## config.mk

```make
export PLATFORM = sky130hd
export DESIGN_NAME = lcdTop
export DESIGN_NICKNAME = d
export VERILOG_FILES = /design/src/verilog/lcdPkg.sv /design/src/verilog/lcdTop.sv /design/src/verilog/lcdSequencer.sv /design/src/verilog/lcdNibbleWriter.sv /design/src/verilog/lcdTextRom.sv
export SDC_FILE = /design/constraint.sdc
export NUM_CORES = 1
export LEC_CHECK = 0
export CORE_MARGIN = 4
export CORE_UTILIZATION = 64
export DETAILED_ROUTE_END_ITERATION = 8
export DONT_BUFFER_PORTS = 1
export GPL_ROUTABILITY_DRIVEN = 0
export PLACE_DENSITY = 0.8
export SYNTH_ARGS = -nofsm -noshare
export SYNTH_HDL_FRONTEND = slang
export SYNTH_SLANG_ARGS = --single-unit
```

## constraint.sdc

```tcl
create_clock -name clk -period 5.3 [get_ports clk]
set_input_delay 0.265 -clock clk [delete_from_list [all_inputs] [get_ports clk]]
set_output_delay 0.265 -clock clk [all_outputs]
set_load 0.01 [all_outputs]
```

## src/verilog/lcdPkg.sv

```systemverilog
package lcdPkg;

	//////////////////////////////////////////////////
	// bus and transfer types

	typedef logic [7:0] lcdByte_t;

	// pins of the 4-bit display bus
	typedef struct packed {
		logic en;
		logic rs;
		logic rw;
		logic [3:0] data;
	} lcdBus_t;

	// one request from sequencer to nibble writer
	typedef struct packed {
		logic rs;           // 0 command, 1 character
		lcdByte_t value;
		logic nibbleOnly;   // upper nibble only, power-on
		logic idle;         // no pulse at all, settle wait only
		logic [15:0] waitUs;
	} lcdXfer_t;

	typedef enum logic [3:0] {
		opAnd  = 4'b0000,
		opOr   = 4'b0001,
		opAdd  = 4'b0010,
		opAddi = 4'b0011,
		opSub  = 4'b0110,
		opSlt  = 4'b0111,
		opLw   = 4'b1000,
		opSw   = 4'b1010,
		opBne  = 4'b1110,
		opJump = 4'b1111
	} opcode_t;

	//////////////////////////////////////////////////
	// timing

	// enable pulse, in clock cycles
	localparam int tSetup = 2;
	localparam int tEnable = 12;
	localparam int tHold = 2;

	// settle waits, in microseconds
	localparam logic [15:0] wPowerUp = 16'd15000;
	localparam logic [15:0] wInit1 = 16'd4100;
	localparam logic [15:0] wInit2 = 16'd100;
	localparam logic [15:0] wCmd = 16'd40;
	localparam logic [15:0] wClear = 16'd1640;
	localparam logic [15:0] wChar = 16'd40;
	localparam logic [15:0] wNibbleGap = 16'd1;

	//////////////////////////////////////////////////
	// display commands and characters

	localparam lcdByte_t cmdFunctionSet = 8'h28; // 4-bit, 2 lines, 5x8
	localparam lcdByte_t cmdEntryMode = 8'h06;
	localparam lcdByte_t cmdDisplayOn = 8'h0C;
	localparam lcdByte_t cmdClear = 8'h01;
	localparam lcdByte_t cmdCgramBase = 8'h40;
	localparam lcdByte_t cmdLine1 = 8'h80;
	localparam lcdByte_t cmdLine2 = 8'hC0;

	localparam lcdByte_t chSpace = 8'h20;
	localparam lcdByte_t chBlock = 8'hFF;
	localparam lcdByte_t chGlyph0 = 8'h00;

	// little figure, top row first
	localparam lcdByte_t glyphRows [8] = '{
		8'h0C, 8'h0E, 8'h04, 8'h1F, 8'h04, 8'h0A, 8'h1B, 8'h00
	};

	localparam int lineLen = 16;
	localparam int posW = 5; // two lines of 16

endpackage
```

## src/verilog/lcdTop.sv

```systemverilog
module lcdTop #(
	parameter int clkPerUs = 50
) (
	input  logic clk,
	input  logic rstN,
	input  lcdPkg::opcode_t opcode,
	output lcdPkg::lcdBus_t lcd
);

	lcdPkg::lcdXfer_t xfer;
	logic xferValid;
	logic xferReady;
	lcdPkg::opcode_t romOpcode;
	logic [lcdPkg::posW-1:0] romPos;
	lcdPkg::lcdByte_t romChar;

	lcdSequencer sequencer_i (
		.clk       (clk),
		.rstN      (rstN),
		.opcode    (opcode),
		.xfer      (xfer),
		.xferValid (xferValid),
		.xferReady (xferReady),
		.romOpcode (romOpcode),
		.romPos    (romPos),
		.romChar   (romChar)
	);

	lcdNibbleWriter #(
		.clkPerUs (clkPerUs)
	) writer_i (
		.clk       (clk),
		.rstN      (rstN),
		.xfer      (xfer),
		.xferValid (xferValid),
		.xferReady (xferReady),
		.lcd       (lcd)
	);

	lcdTextRom textRom_i (
		.opcode   (romOpcode),
		.pos      (romPos),
		.charCode (romChar)
	);

endmodule

```

## src/verilog/lcdSequencer.sv

```systemverilog
module lcdSequencer (
	input  logic clk,
	input  logic rstN,
	input  lcdPkg::opcode_t opcode,
	output lcdPkg::lcdXfer_t xfer,
	output logic xferValid,
	input  logic xferReady,
	output lcdPkg::opcode_t romOpcode,
	output logic [lcdPkg::posW-1:0] romPos,
	input  lcdPkg::lcdByte_t romChar
);

	typedef enum logic [1:0] {
		phPower,
		phConfig,
		phGlyph,
		phText
	} phase_t;

	localparam logic [5:0] lastPower = 6'd4;
	localparam logic [5:0] lastConfig = 6'd3;
	localparam logic [5:0] lastGlyph = 6'd8;
	localparam logic [5:0] line2Step = 6'(lcdPkg::lineLen + 1);
	localparam logic [5:0] lastText = 6'(2 * lcdPkg::lineLen + 1);

	phase_t phase;
	logic [5:0] step;
	logic [5:0] lastStep;
	logic [5:0] posFull;
	logic [2:0] glyphIdx;
	logic accept;
	logic issue;

	assign accept = xferValid && xferReady;
	assign issue = !xferValid && xferReady; // writer idle, nothing offered yet

	always_comb begin
		case (phase)
		phPower: lastStep = lastPower;
		phConfig: lastStep = lastConfig;
		phGlyph: lastStep = lastGlyph;
		default: lastStep = lastText;
		endcase
	end

	// text steps skip the two address commands
	assign posFull = (step <= 6'(lcdPkg::lineLen)) ? step - 6'd1 : step - 6'd2;
	assign romPos = posFull[lcdPkg::posW-1:0];
	assign glyphIdx = 3'(step - 6'd1);

	//////////////////////////////////////////////////
	// transfer for the current step

	always_comb begin
		xfer = '0;
		xfer.waitUs = lcdPkg::wCmd;
		case (phase)
		phPower: begin
			xfer.nibbleOnly = 1'b1;
			case (step)
			6'd0: begin
				xfer.idle = 1'b1; // power-up wait only
				xfer.waitUs = lcdPkg::wPowerUp;
			end
			6'd1: begin
				xfer.value = 8'h30;
				xfer.waitUs = lcdPkg::wInit1;
			end
			6'd2: begin
				xfer.value = 8'h30;
				xfer.waitUs = lcdPkg::wInit2;
			end
			6'd3: xfer.value = 8'h30;
			default: xfer.value = 8'h20; // switch to 4-bit
			endcase
		end
		phConfig: begin
			case (step)
			6'd0: xfer.value = lcdPkg::cmdFunctionSet;
			6'd1: xfer.value = lcdPkg::cmdEntryMode;
			6'd2: xfer.value = lcdPkg::cmdDisplayOn;
			default: begin
				xfer.value = lcdPkg::cmdClear;
				xfer.waitUs = lcdPkg::wClear;
			end
			endcase
		end
		phGlyph: begin
			if (step == 6'd0)
				xfer.value = lcdPkg::cmdCgramBase;
			else begin
				xfer.rs = 1'b1;
				xfer.value = lcdPkg::glyphRows[glyphIdx];
				xfer.waitUs = lcdPkg::wChar;
			end
		end
		default: begin
			if (step == 6'd0)
				xfer.value = lcdPkg::cmdLine1;
			else if (step == line2Step)
				xfer.value = lcdPkg::cmdLine2;
			else begin
				xfer.rs = 1'b1;
				xfer.value = romChar;
				xfer.waitUs = lcdPkg::wChar;
			end
		end
		endcase
	end

	//////////////////////////////////////////////////
	// phase and step

	always_ff @(posedge clk) begin
		if (!rstN) begin
			phase <= phPower;
			step <= '0;
			xferValid <= 1'b0;
		end else if (accept) begin
			xferValid <= 1'b0;
			if (step == lastStep) begin
				step <= '0;
				if (phase != phText)
					phase <= phase_t'(phase + 2'd1);
			end else
				step <= step + 6'd1;
		end else if (issue)
			xferValid <= 1'b1;
	end

	// opcode held for a whole pass
	always_ff @(posedge clk) begin
		if (issue && phase == phText && step == 6'd0)
			romOpcode <= opcode;
	end

endmodule

```

## src/verilog/lcdNibbleWriter.sv

```systemverilog
module lcdNibbleWriter #(
	parameter int clkPerUs = 50
) (
	input  logic clk,
	input  logic rstN,
	input  lcdPkg::lcdXfer_t xfer,
	input  logic xferValid,
	output logic xferReady,
	output lcdPkg::lcdBus_t lcd
);

	localparam int preW = $clog2(clkPerUs + 1);
	localparam logic [preW-1:0] preMax = preW'(clkPerUs - 1);
	localparam logic [15:0] setupCnt = 16'(lcdPkg::tSetup - 1);
	localparam logic [15:0] enableCnt = 16'(lcdPkg::tEnable - 1);
	localparam logic [15:0] holdCnt = 16'(lcdPkg::tHold - 1);

	typedef enum logic [2:0] {
		sIdle,
		sSetup,
		sEnable,
		sHold,
		sGap,
		sSettle
	} state_t;

	state_t state;
	lcdPkg::lcdXfer_t cur;
	logic lowNibble;
	logic [15:0] cnt;     // cycles in the pulse, microseconds in the waits
	logic [preW-1:0] pre;
	logic accept;
	logic tick;
	logic usDone;

	assign xferReady = (state == sIdle);
	assign accept = xferValid && xferReady;
	assign tick = (pre == preMax);
	// last cycle of a microsecond wait
	assign usDone = (cnt == 16'd0) || (cnt == 16'd1 && tick);

	always_ff @(posedge clk) begin
		if (accept)
			cur <= xfer;
	end

	// prescaler, only runs in gap and settle
	always_ff @(posedge clk) begin
		if (!rstN || (state != sGap && state != sSettle))
			pre <= '0;
		else if (tick)
			pre <= '0;
		else
			pre <= pre + 1'b1;
	end

	//////////////////////////////////////////////////
	// pulse FSM

	always_ff @(posedge clk) begin
		if (!rstN) begin
			state <= sIdle;
			lowNibble <= 1'b0;
			cnt <= '0;
			lcd <= '0;
		end else begin
			lcd.rw <= 1'b0; // never read back
			case (state)
			sIdle: begin
				if (accept) begin
					lowNibble <= 1'b0;
					if (xfer.idle) begin
						cnt <= xfer.waitUs;
						state <= sSettle;
					end else begin
						lcd.rs <= xfer.rs;
						lcd.data <= xfer.value[7:4];
						cnt <= setupCnt;
						state <= sSetup;
					end
				end
			end
			sSetup: begin
				if (cnt == 16'd0) begin
					lcd.en <= 1'b1;
					cnt <= enableCnt;
					state <= sEnable;
				end else
					cnt <= cnt - 1'b1;
			end
			sEnable: begin
				if (cnt == 16'd0) begin
					lcd.en <= 1'b0; // data latched by display here
					cnt <= holdCnt;
					state <= sHold;
				end else
					cnt <= cnt - 1'b1;
			end
			sHold: begin
				if (cnt == 16'd0) begin
					if (!cur.nibbleOnly && !lowNibble) begin
						cnt <= lcdPkg::wNibbleGap;
						state <= sGap;
					end else begin
						cnt <= cur.waitUs;
						state <= sSettle;
					end
				end else
					cnt <= cnt - 1'b1;
			end
			sGap: begin
				if (usDone) begin
					lowNibble <= 1'b1;
					lcd.data <= cur.value[3:0];
					cnt <= setupCnt;
					state <= sSetup;
				end else if (tick)
					cnt <= cnt - 1'b1;
			end
			sSettle: begin
				if (usDone)
					state <= sIdle;
				else if (tick)
					cnt <= cnt - 1'b1;
			end
			default: state <= sIdle;
			endcase
		end
	end

endmodule

```

## src/verilog/lcdTextRom.sv

```systemverilog
module lcdTextRom (
	input  lcdPkg::opcode_t opcode,
	input  logic [lcdPkg::posW-1:0] pos,
	output lcdPkg::lcdByte_t charCode
);

	logic [8*7-1:0] name; // right aligned, first letter on top
	logic [2:0] nameLen;
	logic [2:0] idx;

	always_comb begin
		case (opcode)
		lcdPkg::opAnd: begin
			name = "And";
			nameLen = 3'd3;
		end
		lcdPkg::opOr: begin
			name = "or";
			nameLen = 3'd2;
		end
		lcdPkg::opAdd: begin
			name = "Add";
			nameLen = 3'd3;
		end
		lcdPkg::opAddi: begin
			name = "Addi";
			nameLen = 3'd4;
		end
		lcdPkg::opSub: begin
			name = "Sub";
			nameLen = 3'd3;
		end
		lcdPkg::opSlt: begin
			name = "SLT";
			nameLen = 3'd3;
		end
		lcdPkg::opLw: begin
			name = "LW";
			nameLen = 3'd2;
		end
		lcdPkg::opSw: begin
			name = "SW";
			nameLen = 3'd2;
		end
		lcdPkg::opBne: begin
			name = "BNE";
			nameLen = 3'd3;
		end
		lcdPkg::opJump: begin
			name = "Jump";
			nameLen = 3'd4;
		end
		default: begin // undefined encodings
			name = "Default";
			nameLen = 3'd7;
		end
		endcase
	end

	assign idx = nameLen - 3'd1 - pos[2:0];

	always_comb begin
		if (pos < nameLen)
			charCode = name[{idx, 3'b000} +: 8];
		else if (pos == nameLen)
			charCode = lcdPkg::chGlyph0; // terminator glyph
		else if (pos == lcdPkg::lineLen)
			charCode = lcdPkg::chBlock; // first cell of line 2
		else
			charCode = lcdPkg::chSpace;
	end

endmodule

```

==> metrics.cfg, run 1 <==
[outcome]
status=finished clean

[detailed_routing]
routedWlPerCell_um=18.6
antenna_left=0
drc=0
drt_first_pass_iters=5
routed_wl_mm=12.6
drt-initial-drc-count=365
avgViaCountPerCell=6.70
vias=4557

[sta]
rsz0062_at_grt=false
hold_violations=0
finClkSkew_ns=0.0189
drv_slew=0
setup-tns-final_ns=0
relSlewSlack_pct=46.2
setup_viol=0
fin_crit_ns=4.23
timing.fmax_mhz=237
period_share_pct=79.7
worst_slew_pin_slew_ns=0.806

[floorplanning]
die_h_um=96.7
core_mm2=0.00769
die_area_mm2=0.00935
pin_count=13
die_w_um=96.7
num_rows=32
start_util_pct=65.5

[place]
io_buffers=0
placedCellCount=660
hpwl_mm=9.09

[synth]
synth-edff-count=17
syn_area_per_cell_um2=8.56
synthTopCellsByArea=dfxtp_1 (25%), edfxtp_1 (10%), ha_1 (5.2%)
synth_cell_types=77
synth_warnings=0
yosysSeqAreaShare_pct=34.8
synth_area_mm2=0.00504
ys_ff_latch=79
syn_nets=616
synth-main-ff-cell=dfxtp_1
syn_inst=588
synthArstFlopShare_pct=0
yosysTopAreaCellShare_pct=24.6
synth_largest_area_cell=dfxtp_1

[grt]
grt_pass1_wl_mm=20.3
grt_max_degree=27
grt.overflow.total=0
antenna_found_initial=0
grt_pass1_vias=4119
grt_usage_pct=26.3

[clocking]
htree_num_levels=3
cts.clk_slew.worst_paths_ns=0.09
root_buffer=clkbuf_8
cts.sinks=79
ctsResizeCount=0
cts_buffers=9
clock_latency_ns=0.36
cts_tree=built
cts_buffer_depth=2

[hold_path]
hp-class=primary input to register
holdPathStages=1

[final_layout]
fin_cells=680
diodes=0
nNetsFinal=601
regArea_mm2=0.00175
drive_gt1_share_pct=8.48
multi_input_area_mm2=0.00307
num-fill-cells=637
area_growth_pct=4.37

[pwr]
max-vdd-ir-drop_v=0.000331
p_leak_uw=0.00196
power.total_uw=2680
p_per_area_mw_per_mm2=511

[setup_path]
path_class=register to register
critPathLaunchType=register
crit_path_end_kind=register
r2r_cells=14
arrival_ns=4.48
cp_max_fo=13
worstPathRequired_ns=5.56

[run]
maxCapViolCount=0

[path summary, 6_finish.rpt]
path	startpoint	endpoint	slack (ns)
max	sequencer_i.step[1]	writer_i.lcd[1]	1.07
min	rstN	writer_i.lcd[1]	0.05
max reg2reg	sequencer_i.step[1]	writer_i.lcd[1]	1.07
min reg2reg	writer_i.pre[0]	writer_i.pre[0]	0.47
[logic make-up (layout without fill, tap and decap cells)]
logic type	Yosys count	count (layout)	share of synthesized area, %
AND/OR/NAND/NOR	221	221	23.7
AO/OA/AOI/OAI	163	163	21.5
flip-flops	79	79	34.8
buffers and inverters	54	44	4.30
XOR/XNOR	24	24	4.17
multiplexers	24	24	5.86
adder cells (fa/ha/maj)	22	22	5.61
other	1	1	0.0745
[critical path: stages (launching register included)]
cell and delay (ns):
dfxtp_1 0.45, inv_1 0.24, ha_1 0.43, or3b_2 0.50, a21oi_1 0.42, nor2_1 0.07
a21oi_1 0.21, inv_1 0.09, fa_1 0.44, xnor2_1 0.42, mux2i_1 0.25, o2111ai_1 0.13
nand4b_1 0.13, nand3_1 0.09, o221a_2 0.25
[area by class of cell]
| class | instances | share of cell area, % |
|---|---|---|
| clock inverter | 7 | 1.05 |
| clock buffer | 9 | 2.36 |
| multi-input combinational | 455 | 58.4 |
| timing repair buffer | 4 | 0.762 |
| sequential | 79 | 33.3 |
| tap | 102 | 2.43 |
| inverter | 24 | 1.71 |
[registers in the layout, indices dropped and copies added, names as in the netlist]
| register | count |
|---|---|
| sequencer_i.romOpcode | 4 |
| writer_i.cur | 13 |
| sequencer_i.xferValid | 1 |
| writer_i.pre | 6 |
| textRom_i.name | 19 |
| writer_i.state | 3 |
| sequencer_i.phase | 2 |
| writer_i.lcd | 6 |
| textRom_i.nameLen | 2 |
| writer_i.cnt | 16 |
| sequencer_i.step | 6 |
| writer_i.lowNibble | 1 |
[power by group]
part	internal [uW]	switching (uW)	total (uW)	leakage, uW
clock	177	250	427	0.0000923
sequential	727	146	872	0.000658
combinational	503	882	1380	0.00121
total	1410	1280	2680	0.00196
[cell usage in the layout, fill, tap and decap left out, types with 4 or more instances in the layout]
cell type / count
edfxtp_1: 17
nand3_1: 26
dlygate4sd3_1: 4
nor3b_1: 5
mux2_2: 7
a21o_1: 5
a22oi_1: 4
nor2_1: 50
dfxtp_1: 62
a31oi_1: 14
a211oi_1: 4
o21ai_0: 33
nand2_1: 47
inv_1: 23
nor4_2: 4
xnor2_1: 13
and2_1: 6
ha_1: 21
nand4_1: 10
xor2_1: 11
o21a_1: 4
o31ai_1: 4
o211ai_1: 10
a21oi_1: 41
nand4b_1: 4
nand2b_1: 6
mux2i_1: 11
and3_1: 6
nor2b_1: 6
clkbuf_8: 9
a211o_1: 4
nor3_1: 25
[repair_timing]
item	CTS	global route
endpoints found under the hold margin	4	0
hold buffers	4	0
setup buffers	0	0
[layer usage]
layer	global-route usage, %	wire length, um	vias to the layer above
li1	-	-	2165
met1	34.5	5350	2138
met2	41.8	5930	209
met3	5.48	878	45
met4	11.8	476	0
met5	0	0	-
[cells in the mapped netlist (4+ instances only)]
cell type / number
a21o_1: 5
nand3_1: 26
o21a_1: 4
xor2_1: 11
o211ai_1: 10
mux2_2: 7
nor2_1: 50
nor4_2: 4
edfxtp_1: 17
a21oi_1: 41
clkbuf_1: 23
nand2_1: 47
a22oi_1: 4
inv_1: 23
nand4b_1: 4
o21ai_0: 33
mux2i_1: 11
nand2b_1: 6
dfxtp_1: 62
xnor2_1: 13
ha_1: 21
and3_1: 6
buf_2: 5
nand4_1: 10
and2_1: 6
o31ai_1: 4
nor3_1: 25
a211oi_1: 4
a31oi_1: 14
nor2b_1: 6
nor3b_1: 5
a211o_1: 4
[through the flow]
stage               utilization, %  hold slack [ns]  instance area (um^2)  setup WS, ns
floorplan                        -            0.364                  5040          1.47
global placement              65.5            0.364                  5040          1.35
detailed placement            65.5            0.364                  5040          1.15
CTS                           68.4           0.0414                  5260          1.11
global route                  68.4           0.0358                  5260         0.879
finish                        68.4           0.0487                  5260          1.07
(Power assumes the default switching activity.)
==> run 2: changes to the inputs <==
- ABC_AREA: unset -> 1
- CORE_UTILIZATION: 64 -> 58
- PLACE_DENSITY: 0.8 -> 0.76
- clock period: 5.3 -> 3.4 ns (I/O delays scaled with it)
==> metrics.cfg, run 2 <==
[outcome]
status=finished clean

[synth]
synth_area_mm2=0.00513  ; +1.9%
syn_inst=770  ; +31%
synth_compound_area_share_pct=13.6  ; -7.9 points
synth_cell_types=48  ; -38%
synth-xor-area-share_pct=2.73  ; -1.4 points
synth_commonest_cells=nand2_1 (197), inv_1 (94), nor2_1 (93), nand3_1 (69), dfxtp_1 (62)
synth_simple_gate_area_share_pct=34.6  ; +11 points
synth.most_common_cell=nand2_1
ys_ff_latch=79  ; unchanged
syn_nets=798  ; +30%
yosysTopAreaCellShare_pct=24.2  ; -0.46 points
synthAdderAreaFrac_pct=5.51  ; -0.10 points
synth_warnings=0  ; unchanged
synth_top_family_by_area=simple AND/OR/NAND/NOR gates
synth-main-ff-cell=dfxtp_1
synth_largest_area_cell=dfxtp_1
synthTopCellsByArea=dfxtp_1 (24%), nand2_1 (14%), edfxtp_1 (9.9%)
yosysSeqAreaShare_pct=34.1  ; -0.64 points
synth-edff-count=17  ; unchanged
syn_area_per_cell_um2=6.66  ; -22%
muxShareOfSynthArea_pct=0  ; -5.9 points
synthArstFlopShare_pct=0  ; unchanged

[clocking]
cts.sinks=79  ; unchanged
clock_latency_ns=0.36  ; about the same
cts_tree=built
cts.clk_slew.worst_paths_ns=0.09  ; about the same
root_buffer=clkbuf_8
htree_num_levels=3  ; unchanged
cts_buffers=9  ; unchanged
cts_buffer_depth=2  ; unchanged

[hold_path]
whs_endpoint=sequencer_i.step[3]
holdPathStages=2  ; +1
hp-class=primary input to register
hp-start=rstN

[floorplanning]
die_w_um=102  ; +5.5%
die_h_um=102  ; +5.5%
core_mm2=0.00868  ; +13%
die_area_mm2=0.0104  ; +11%
pin_count=13  ; unchanged
num_rows=34  ; +6.3%
start_util_pct=59.1  ; -6.4 points

[detailed_routing]
antenna_left=0  ; unchanged
drt-initial-drc-count=284  ; -22%
drc=0  ; unchanged
routedWlPerCell_um=14.3  ; -23%
drt_first_pass_iters=5  ; unchanged
routed_wl_mm=12.8  ; +1.4%
vias=4973  ; +9.1%
avgViaCountPerCell=5.56  ; -17%

[setup_path]
crit_path_end_kind=register
r2r_slack_ns=0.16  ; -0.91 ns
worstPathRequired_ns=3.51  ; -2.05 ns
path_class=register to register
r2r-end=writer_i.cur[19]
cp_max_fo=7  ; -6
arrival_ns=3.34  ; -1.14 ns
r2r_cells=15  ; +1
r2r_start=sequencer_i.step[0]
critPathLaunchType=register

[grt]
antenna_found_initial=0  ; unchanged
grt.met3_usage_pct=4.71  ; -0.77 points
grt_max_degree=20  ; -26%
grt_usage_pct=25.8  ; -0.54 points
busiest_layer=met2
grt_pass1_vias=4714  ; +14%
grt_pass1_wl_mm=21.6  ; +6.1%
met2_usage_pct=44.7  ; +3.0 points
grt.overflow.total=0  ; unchanged
use_met1_pct=31.4  ; -3.2 points

[place]
placedCellCount=873  ; +32%
hpwl_mm=9.59  ; +5.5%
dpl-instance-area_mm2=0.00527  ; +4.6%
io_buffers=0  ; unchanged

[pwr]
p_per_area_mw_per_mm2=779  ; +52%
p_clk_share_pct=16.4  ; +0.5 points
p_leak_uw=0.00259  ; +32%
seq_power_share_pct=29.1  ; -3.4 points
internal-power_uw=2200  ; +57%
max-vdd-ir-drop_v=0.000321  ; -3.2%
combPwrFrac_pct=54.5  ; +2.9 points
power.switching_uw=2110  ; +65%
sw_frac_of_total_pct=48.9  ; +1.3 points

[final_layout]
area_growth_pct=7.88
drive_gt1_share_pct=7.62  ; -0.85 points
final_common_cell=nand2_1
diodes=0  ; unchanged
finalInstanceArea_mm2=0.00554  ; +5.3%
fin_cells=895  ; +32%
nNetsFinal=810  ; +35%
final_util_pct=63.8  ; -4.6 points
largest_reg_flops=19  ; unchanged
layout_common_cells=nand2_1 (196), inv_1 (94), nor2_1 (93)

[sta]
fin_crit_ns=3.24  ; -0.989 ns
timing.fmax_mhz=309  ; +31%
hold_violations=0  ; unchanged
setup_viol=0  ; unchanged
whs_ns=0.0162  ; -0.0324 ns
setup-tns-final_ns=0  ; unchanged
worst_slew_pin_slew_ns=0.704  ; -0.102 ns
finClkSkew_ns=0.0115  ; -0.00737 ns
relSlewSlack_pct=52.7  ; +6.5 points
drv_slew=0  ; unchanged
period_share_pct=95.2  ; +15 points

[run]
maxCapViolCount=0  ; unchanged

-- run 2: final cells by class --
type	count	area, um^2
Fill cell	807	3140
Multi-Input combinational cell	569	2910
Sequential cell	79	1750
Inverter	105	394
Clock buffer	10	149
Timing Repair Buffer	18	148
Tap cell	108	135
Clock inverter	6	48.8
-- run 2: logic make-up (layout without fill, tap and decap cells) --
group,Yosys count,in the layout
simple gates,404,404
compound gates,126,126
buf+inv,122,139
flops,79,79
fa+ha+maj,22,22
xor+xnor,16,16
other cells,1,1
-- run 2: per-layer routing --
layer | routed length, um | part of all wire [%]
met3 | 746 | 5.8
met4 | 389 | 3.0
met1 | 5390 | 42
met5 | 0 | 0
met2 | 6290 | 49
-- run 2: repair_timing --
item | in CTS | in global routing
buffers inserted | 0 | 1
endpoints found under the hold margin | 16 | 0
gates resized for setup | 0 | 3
hold buffers | 5 | 0
setup endpoints to repair | 0 | 3
-- run 2: worst max-delay path by stage --
stage / startpoint / endpoint / slack [ns] / depth (start not counted)
floorplan: sequencer_i.step[0] / writer_i.cur[19] / 0.02 / 17
global placement: sequencer_i.step[0] / writer_i.lcd[1] / 0.33 / 21
detailed placement: sequencer_i.step[0] / writer_i.cur[19] / 0.14 / 15
CTS: sequencer_i.step[0] / writer_i.cur[19] / 0.07 / 15
global route: sequencer_i.step[0] / writer_i.lcd[1] / -0.05 / 21
finish: sequencer_i.step[0] / writer_i.cur[19] / 0.16 / 15
-- run 2: worst max-delay path, stage by stage, from the launching register on --
cell and delay (ns):
dfxtp_1 0.34, inv_1 0.06, ha_1 0.26, inv_1 0.11, nor2_1 0.06, nand2_1 0.16
nand2_2 0.12, nand2_1 0.08, nand2_1 0.07, ha_1 0.22, fa_2 0.66, inv_1 0.15
a21oi_1 0.20, a21oi_1 0.10, a221oi_1 0.28, o21ai_0 0.11
-- run 2: power by group through the flow --
stage / clock network, uW / logic (uW) / registers [uW]
2_1_floorplan: 0 / 1760 / 1240
3_3_place_gp: 0 / 2210 / 1270
3_5_place_dp: 0 / 2270 / 1280
4_1_cts: 713 / 2290 / 1260
5_1_grt: 754 / 2660 / 1270
6_report: 706 / 2350 / 1250
-- run 2: metrics by stage --
step | power, uW | setup WS, ns
final | 4310 | 0.163
after global routing | 4690 | -0.0467
after CTS | 4260 | 0.0736
after detailed placement | 3540 | 0.144
after global placement | 3480 | 0.330
after floorplan | 3000 | 0.0232
